<file path="src/verilog/fabric_pkg.sv">
package fabric_pkg;

    localparam int ADDR_W = 32;
    localparam int DATA_W = 32;
    localparam int STRB_W = DATA_W / 8;

    localparam int NUM_REGIONS = 3;

    typedef logic [1:0] region_idx_t;

    localparam region_idx_t UART_IDX  = 2'd0;
    localparam region_idx_t TIMER_IDX = 2'd1;
    localparam region_idx_t MEM_IDX   = 2'd2;

    // Address map, indexed by region
    localparam logic [ADDR_W-1:0] REGION_BASE [NUM_REGIONS] = '{
        32'h4000_0000,
        32'h4001_0000,
        32'h8000_0000
    };

    // Inclusive upper bounds
    localparam logic [ADDR_W-1:0] REGION_END [NUM_REGIONS] = '{
        32'h4000_1FFF,
        32'h4001_00FF,
        32'h8FFF_FFFF
    };

    typedef struct packed {
        logic              valid;
        logic              write;
        logic [ADDR_W-1:0] addr;
        logic [DATA_W-1:0] wdata;
        logic [STRB_W-1:0] wstrb;
    } bus_req_t;

    typedef struct packed {
        logic              valid;
        logic              err;
        logic [DATA_W-1:0] rdata;
    } bus_rsp_t;

    // Timer register offsets, relative to the timer base
    localparam logic [ADDR_W-1:0] TIMER_MTIME_LO = 32'h0;
    localparam logic [ADDR_W-1:0] TIMER_MTIME_HI = 32'h4;
    localparam logic [ADDR_W-1:0] TIMER_CMP_LO   = 32'h8;
    localparam logic [ADDR_W-1:0] TIMER_CMP_HI   = 32'hC;

endpackage

</file>
<file path="src/verilog/addr_decoder.sv">
module addr_decoder (
    input  logic                 clk_i,
    input  logic                 rst_n_i,
    input  fabric_pkg::bus_req_t core_req_i,
    output logic                 core_ready_o,
    input  logic                 core_rsp_valid_i,
    output fabric_pkg::bus_req_t slot_req_o [fabric_pkg::NUM_REGIONS],
    output logic                 dec_err_o
);

    import fabric_pkg::*;

    logic        busy_q;
    logic        accept;
    logic        hit_any;
    region_idx_t hit_idx;

    assign core_ready_o = ~busy_q;
    assign accept       = core_req_i.valid & ~busy_q;

    // Regions do not overlap, so at most one can hit
    always_comb begin
        hit_any = 1'b0;
        hit_idx = '0;
        for (int i = 0; i < NUM_REGIONS; i++) begin
            if (core_req_i.addr >= REGION_BASE[i] && core_req_i.addr <= REGION_END[i]) begin
                hit_any = 1'b1;
                hit_idx = region_idx_t'(i);
            end
        end
    end

    always_comb begin
        for (int i = 0; i < NUM_REGIONS; i++) begin
            slot_req_o[i]       = core_req_i;
            slot_req_o[i].valid = accept & hit_any & (hit_idx == region_idx_t'(i));
        end
    end

    assign dec_err_o = accept & ~hit_any;

    // One access in flight, ended by the merged response
    always_ff @(posedge clk_i) begin
        if (!rst_n_i) begin
            busy_q <= 1'b0;
        end else if (accept) begin
            busy_q <= 1'b1;
        end else if (core_rsp_valid_i) begin
            busy_q <= 1'b0;
        end
    end

endmodule

</file>
<file path="src/verilog/region_slice.sv">
module region_slice (
    input  logic                          clk_i,
    input  logic                          rst_n_i,
    input  fabric_pkg::bus_req_t          slot_req_i,
    input  logic [fabric_pkg::ADDR_W-1:0] base_i,
    output fabric_pkg::bus_rsp_t          slot_rsp_o,
    output fabric_pkg::bus_req_t          periph_req_o,
    input  logic                          periph_ready_i,
    input  fabric_pkg::bus_rsp_t          periph_rsp_i
);

    import fabric_pkg::*;

    logic              valid_q;
    logic              wait_q;
    logic              write_q;
    logic [ADDR_W-1:0] addr_q;
    logic [DATA_W-1:0] wdata_q;
    logic [STRB_W-1:0] wstrb_q;

    always_ff @(posedge clk_i) begin
        if (!rst_n_i) begin
            valid_q <= 1'b0;
            wait_q  <= 1'b0;
        end else begin
            if (slot_req_i.valid) begin
                valid_q <= 1'b1;
            end else if (valid_q && periph_ready_i) begin
                valid_q <= 1'b0;
                wait_q  <= 1'b1;
            end
            if (wait_q && periph_rsp_i.valid) begin
                wait_q <= 1'b0;
            end
        end
    end

    // Payload, rebased into the region
    always_ff @(posedge clk_i) begin
        if (slot_req_i.valid) begin
            write_q <= slot_req_i.write;
            addr_q  <= slot_req_i.addr - base_i;
            wdata_q <= slot_req_i.wdata;
            wstrb_q <= slot_req_i.wstrb;
        end
    end

    assign periph_req_o = '{
        valid: valid_q,
        write: write_q,
        addr:  addr_q,
        wdata: wdata_q,
        wstrb: wstrb_q
    };

    // Only a response to our own access goes back
    always_comb begin
        slot_rsp_o       = periph_rsp_i;
        slot_rsp_o.valid = periph_rsp_i.valid & wait_q;
    end

endmodule

</file>
<file path="src/verilog/resp_merger.sv">
module resp_merger (
    input  logic                 clk_i,
    input  logic                 rst_n_i,
    input  fabric_pkg::bus_rsp_t slot_rsp_i [fabric_pkg::NUM_REGIONS],
    input  logic                 dec_err_i,
    output fabric_pkg::bus_rsp_t core_rsp_o
);

    import fabric_pkg::*;

    logic              any_valid;
    logic              err_d;
    logic [DATA_W-1:0] rdata_d;
    logic              valid_q;
    logic              err_q;
    logic [DATA_W-1:0] rdata_q;

    // Sources are exclusive, so an OR of the gated payloads is enough
    always_comb begin
        any_valid = dec_err_i;
        err_d     = dec_err_i;
        rdata_d   = '0;
        for (int i = 0; i < NUM_REGIONS; i++) begin
            if (slot_rsp_i[i].valid) begin
                any_valid = 1'b1;
                err_d     = err_d | slot_rsp_i[i].err;
                rdata_d   = rdata_d | slot_rsp_i[i].rdata;
            end
        end
    end

    always_ff @(posedge clk_i) begin
        if (!rst_n_i) begin
            valid_q <= 1'b0;
        end else begin
            valid_q <= any_valid;
        end
    end

    always_ff @(posedge clk_i) begin
        if (any_valid) begin
            err_q   <= err_d;
            rdata_q <= rdata_d;
        end
    end

    assign core_rsp_o = '{valid: valid_q, err: err_q, rdata: rdata_q};

endmodule

</file>
<file path="src/verilog/mtimer.sv">
module mtimer (
    input  logic                 clk_i,
    input  logic                 rst_n_i,
    input  fabric_pkg::bus_req_t req_i,
    output logic                 ready_o,
    output fabric_pkg::bus_rsp_t rsp_o,
    output logic [63:0]          time_o,
    output logic                 irq_o
);

    import fabric_pkg::*;

    logic [63:0]       mtime_q;
    logic [63:0]       mtime_d;
    logic [63:0]       cmp_q;
    logic [63:0]       cmp_d;
    logic              irq_q;
    logic              hit;
    logic [DATA_W-1:0] rd_data;
    logic              rsp_valid_q;
    logic              rsp_err_q;
    logic [DATA_W-1:0] rsp_rdata_q;

    assign ready_o = 1'b1;
    assign mtime_d = mtime_q + 64'd1;

    always_comb begin
        hit     = 1'b1;
        rd_data = '0;
        case (req_i.addr)
            TIMER_MTIME_LO: rd_data = mtime_q[31:0];
            TIMER_MTIME_HI: rd_data = mtime_q[63:32];
            TIMER_CMP_LO:   rd_data = cmp_q[31:0];
            TIMER_CMP_HI:   rd_data = cmp_q[63:32];
            default:        hit = 1'b0;
        endcase
    end

    // Byte-wise compare update, mtime is read only
    always_comb begin
        cmp_d = cmp_q;
        if (req_i.valid && req_i.write) begin
            for (int b = 0; b < STRB_W; b++) begin
                if (req_i.wstrb[b]) begin
                    if (req_i.addr == TIMER_CMP_LO) begin
                        cmp_d[b*8 +: 8] = req_i.wdata[b*8 +: 8];
                    end else if (req_i.addr == TIMER_CMP_HI) begin
                        cmp_d[32 + b*8 +: 8] = req_i.wdata[b*8 +: 8];
                    end
                end
            end
        end
    end

    always_ff @(posedge clk_i) begin
        if (!rst_n_i) begin
            mtime_q     <= '0;
            cmp_q       <= '1;
            irq_q       <= 1'b0;
            rsp_valid_q <= 1'b0;
        end else begin
            mtime_q     <= mtime_d;
            cmp_q       <= cmp_d;
            // Uses next values so irq tracks time_o without lag
            irq_q       <= (mtime_d >= cmp_d);
            rsp_valid_q <= req_i.valid;
        end
    end

    always_ff @(posedge clk_i) begin
        if (req_i.valid) begin
            rsp_err_q   <= ~hit;
            rsp_rdata_q <= req_i.write ? '0 : rd_data;
        end
    end

    assign rsp_o  = '{valid: rsp_valid_q, err: rsp_err_q, rdata: rsp_rdata_q};
    assign time_o = mtime_q;
    assign irq_o  = irq_q;

endmodule

</file>
<file path="src/verilog/periph_fabric.sv">
module periph_fabric (
    input  logic                 clk_i,
    input  logic                 rst_n_i,

    // Core port
    input  fabric_pkg::bus_req_t core_req_i,
    output logic                 core_ready_o,
    output fabric_pkg::bus_rsp_t core_rsp_o,

    // Memory port
    output fabric_pkg::bus_req_t mem_req_o,
    input  logic                 mem_ready_i,
    input  fabric_pkg::bus_rsp_t mem_rsp_i,

    // UART port
    output fabric_pkg::bus_req_t uart_req_o,
    input  logic                 uart_ready_i,
    input  fabric_pkg::bus_rsp_t uart_rsp_i,

    output logic [63:0]          time_o,
    output logic                 timer_irq_o
);

    import fabric_pkg::*;

    bus_req_t slot_req     [NUM_REGIONS];
    bus_rsp_t slot_rsp     [NUM_REGIONS];
    bus_req_t periph_req   [NUM_REGIONS];
    logic     periph_ready [NUM_REGIONS];
    bus_rsp_t periph_rsp   [NUM_REGIONS];
    logic     dec_err;

    addr_decoder decoder_i (
        .clk_i            (clk_i),
        .rst_n_i          (rst_n_i),
        .core_req_i       (core_req_i),
        .core_ready_o     (core_ready_o),
        .core_rsp_valid_i (core_rsp_o.valid),
        .slot_req_o       (slot_req),
        .dec_err_o        (dec_err)
    );

    for (genvar g = 0; g < NUM_REGIONS; g++) begin : g_slice
        region_slice slice_i (
            .clk_i          (clk_i),
            .rst_n_i        (rst_n_i),
            .slot_req_i     (slot_req[g]),
            .base_i         (REGION_BASE[g]),
            .slot_rsp_o     (slot_rsp[g]),
            .periph_req_o   (periph_req[g]),
            .periph_ready_i (periph_ready[g]),
            .periph_rsp_i   (periph_rsp[g])
        );
    end

    resp_merger merger_i (
        .clk_i      (clk_i),
        .rst_n_i    (rst_n_i),
        .slot_rsp_i (slot_rsp),
        .dec_err_i  (dec_err),
        .core_rsp_o (core_rsp_o)
    );

    mtimer timer_i (
        .clk_i   (clk_i),
        .rst_n_i (rst_n_i),
        .req_i   (periph_req[TIMER_IDX]),
        .ready_o (periph_ready[TIMER_IDX]),
        .rsp_o   (periph_rsp[TIMER_IDX]),
        .time_o  (time_o),
        .irq_o   (timer_irq_o)
    );

    // External regions
    assign mem_req_o              = periph_req[MEM_IDX];
    assign periph_ready[MEM_IDX]  = mem_ready_i;
    assign periph_rsp[MEM_IDX]    = mem_rsp_i;

    assign uart_req_o             = periph_req[UART_IDX];
    assign periph_ready[UART_IDX] = uart_ready_i;
    assign periph_rsp[UART_IDX]   = uart_rsp_i;

endmodule

</file>
<file path="config.mk">
export PLATFORM = sky130hd
export DESIGN_NAME = periph_fabric
export DESIGN_NICKNAME = d
export VERILOG_FILES = /design/src/verilog/fabric_pkg.sv /design/src/verilog/addr_decoder.sv /design/src/verilog/region_slice.sv /design/src/verilog/resp_merger.sv /design/src/verilog/mtimer.sv /design/src/verilog/periph_fabric.sv
export SDC_FILE = /design/constraint.sdc
export NUM_CORES = 1
export LEC_CHECK = 0
export CAP_MARGIN = 5
export CORE_MARGIN = 2
export CORE_UTILIZATION = 30
export DETAILED_ROUTE_END_ITERATION = 12
export DONT_BUFFER_PORTS = 1
export GPL_ROUTABILITY_DRIVEN = 0
export SLEW_MARGIN = 5
export SYNTH_ARGS = -nofsm -noshare
export SYNTH_HDL_FRONTEND = slang
export SYNTH_SLANG_ARGS = --single-unit
</file>
<file path="constraint.sdc">
create_clock -name clk_i -period 14.1 [get_ports clk_i]
set_input_delay 2.82 -clock clk_i [delete_from_list [all_inputs] [get_ports clk_i]]
set_output_delay 2.82 -clock clk_i [all_outputs]
set_load 0.005 [all_outputs]
</file>
==> flow_metrics.py <==
metrics = {
    "run_status": {
        "outcome": "complete, no violations",
    },
    "worst_setup_path": {
        "cp.arrival_ps": 5760,
        "timing.rr.start": "g_slice[1].slice_i.addr_q[4]",
        "r2r-end": "timer_i.irq_o",
        "end_kind": "flop",
        "r2r_slack_ps": 9270,
        "crit_required_ps": 14320,
        "start_kind": "input pin",
        "ff2ff_path_depth": 13,
        "critical_path_class": "input pin to flop",
        "path_max_fanout": 36,
    },
    "clocking": {
        "cts_made_buffers": 48,
        "path_clk_slew_ps": 60,
        "clk_path_buf_depth": 3,
        "cts_root_buffer": "clkbuf_16",
        "clock_sinks": 411,
        "cts_resized": 0,
        "post_cts_buffers": 0,
        "holdBufCountCts": 0,
        "cts_max_level": 2,
        "worstSkewPairLatency_ps": 600,
        "cts_tree": "yes",
    },
    "synth": {
        "yosys.area.top_type": "edfxtp_1",
        "synth.top_cell.area_share": 0.468,
        "syn_area_per_cell_sq_um": 12.7,
        "yosys-top-cells-area": "edfxtp_1 47%, dfxtp_1 16%, mux2i_1 5.4%",
        "synth_area_sq_um": 17500,
        "synth_cells": 1381,
        "synth_ff_type": "edfxtp_1",
        "synth-seq-cells": 411,
        "synth_fp_nets": 1596,
        "ys_seq_area_frac": 0.626,
        "yosys_warnings": 0,
        "synthArstFlopShare": 0,
        "synth_cell_type_count": 63,
        "synth-edff-count": 273,
    },
    "power": {
        "cellLeakagePower_nw": 7.57,
        "p_clk_frac": 0.490,
        "pwr-share-comb": 0.016,
        "seq_power_share": 0.494,
        "max-vdd-ir-drop_v": 0.0000893,
        "switchingPower_mw": 0.583,
        "internal_power_mw": 2.10,
        "p_sw_frac": 0.217,
        "power_density_nw_per_um2": 134,
    },
    "timing": {
        "final-hold-violation-count": 0,
        "setup_slack_ps": 8550,
        "post-route-min-period_ps": 5550,
        "timing_max_transition_violations_final": 0,
        "fmax_mhz": 180,
        "hold_slack_ps": 467,
        "finalSetupViolCount": 0,
        "timing.setup.tns_ps": 0,
        "worst_pin_slew_ps": 1240,
        "slew_headroom": 0.169,
        "timing.final.crit_share": 0.393,
        "grt_setup_unrepaired": "false",
        "skew_ps": 24.7,
    },
    "drt": {
        "antenna_left": 0,
        "drt_iter0_drc": 766,
        "drt_wl_total_mm": 52.3,
        "drc": 0,
        "wl_per_cell_um": 23.9,
        "dr.pass1.iters": 5,
        "vias_per_cell": 5.03,
        "via_count": 11001,
    },
    "final_layout": {
        "final_cell_mix": "273 x edfxtp_1, 174 x nand2_1, 137 x dfxtp_1",
        "fillers": 5683,
        "multi_input_area_sq_um": 6240,
        "antennaDiodeCount": 0,
        "syn_to_final_growth_pct": 14.2,
        "regArea_sq_um": 11000,
        "layout.nets": 1595,
        "mostFrequentLayoutCell": "edfxtp_1",
        "drive_above_1_share": 0.0880,
    },
    "global_route": {
        "grt_use_total": 0.170,
        "grt_pass1_vias": 11087,
        "antenna_found_initial": 2,
        "grt_pass1_wl_mm": 75.4,
        "grt_max_degree": 136,
        "grt.overflow.total": 0,
    },
    "worst_hold_path": {
        "hold_class": "flop to flop",
        "min_to": "g_slice[1].slice_i.wait_q",
        "min_from": "g_slice[1].slice_i.wait_q",
        "hold_path_depth": 1,
    },
    "floorplanning": {
        "boundaryPins": 382,
        "die-area_sq_um": 60300,
        "fp.dieH_um": 246,
        "start_util": 0.304,
        "row_count": 88,
        "coreArea_sq_um": 57700,
        "die_w_um": 246,
    },
    "placement": {
        "io_buffers": 0,
        "dp_slack_ps": 7910,
        "hpwl_mm": 38.2,
    },
    "flow_run": {
        "maxCapViolations": 0,
    },
}
sequential cells by signal, indices dropped and copies added, names as in the netlist, 3 cells and up:
| register | count |
|---|---|
| g_slice.slice_i.wait_q | 3 |
| timer_i.rsp_rdata_q | 32 |
| merger_i.rdata_q | 32 |
| g_slice.slice_i.valid_q | 3 |
| g_slice.slice_i.addr_q | 96 |
| timer_i.time_o | 64 |
| g_slice.slice_i.write_q | 3 |
| g_slice.slice_i.wstrb_q | 12 |
| timer_i.cmp_q | 64 |
| g_slice.slice_i.wdata_q | 96 |
cell usage after synthesis, drive strengths merged (6+ instances only):
cell type  number
xnor2          54
nand4          43
inv            15
ha             73
nand3b          6
clkbuf         50
and3           16
a221oi         33
nor4           19
or2             6
and2           75
o21ai          20
nor3           13
mux2i          95
dfxtp         138
buf            14
nand2         174
nor2           85
a21oi          21
a21o           13
xor2           19
nand3          34
edfxtp        273
a22oi          33
and4           16
layer usage:
metal | wire length [um] | GRT usage | vias up | part of all wire
met4 | 899 | 0.0405 | 0 | 0.017
met2 | 24300 | 0.275 | 455 | 0.47
met5 | 0 | 0 | - | 0
li1 | - | - | 5117 | -
met1 | 21600 | 0.209 | 5369 | 0.41
met3 | 5430 | 0.0704 | 60 | 0.10
power by group through the flow:
stage	clock network, mW	registers, mW	logic, mW
after floorplan	0	1.35	0.0342
after global placement	0	1.35	0.0430
after detailed placement	0	1.35	0.0440
after CTS	1.35	1.33	0.0440
after global routing	1.39	1.33	0.0483
final	1.32	1.32	0.0432
per-stage QoR:
stage	utilization	area [sq um]	cells	power, mW
3_3_place_gp	0.317	18300	2095	1.39
2_1_floorplan	-	17500	1381	1.38
5_1_grt	0.347	20000	2185	2.77
6_report	0.347	20000	2185	2.68
4_1_cts	0.347	20000	2185	2.72
3_5_place_dp	0.317	18300	2095	1.39
cell type report:
class	instances	area share
Sequential cell	411	0.548
Tap cell	765	0.0479
Inverter	15	0.00282
Timing Repair Buffer	13	0.00488
Clock buffer	60	0.0669
Multi-Input combinational cell	891	0.312
Clock inverter	30	0.0173
worst max-delay path: stages:
cell and delay (ps):
or4_4 530, or3_4 410, nor4_4 290, o221ai_2 210, nor2_4 850, buf_4 580
worst max-delay path by stage:
stage / to / start / slack, ps
final: g_slice[1].slice_i.wdata_q[28] / core_req_i[44] / 8550
after global routing: g_slice[1].slice_i.wdata_q[28] / core_req_i[44] / 8350
after CTS: g_slice[1].slice_i.wdata_q[22] / core_req_i[44] / 8550
after detailed placement: g_slice[2].slice_i.addr_q[8] / core_req_i[44] / 7910
after global placement: g_slice[2].slice_i.addr_q[8] / core_req_i[44] / 7960
after floorplan: g_slice[2].slice_i.wait_q / core_req_i[44] / 6390
cell families after synthesis:
family | Yosys count | synth area share
buffers and inverters | 79 | 0.0194
muxes | 97 | 0.0562
adders and majority gates | 73 | 0.0522
xor gates and xnor gates | 73 | 0.0365
DFF | 411 | 0.626
and+or+nand+nor | 507 | 0.151
AOI/OAI and AO/OA | 141 | 0.0590
Power figures use the tool's default switching activity.
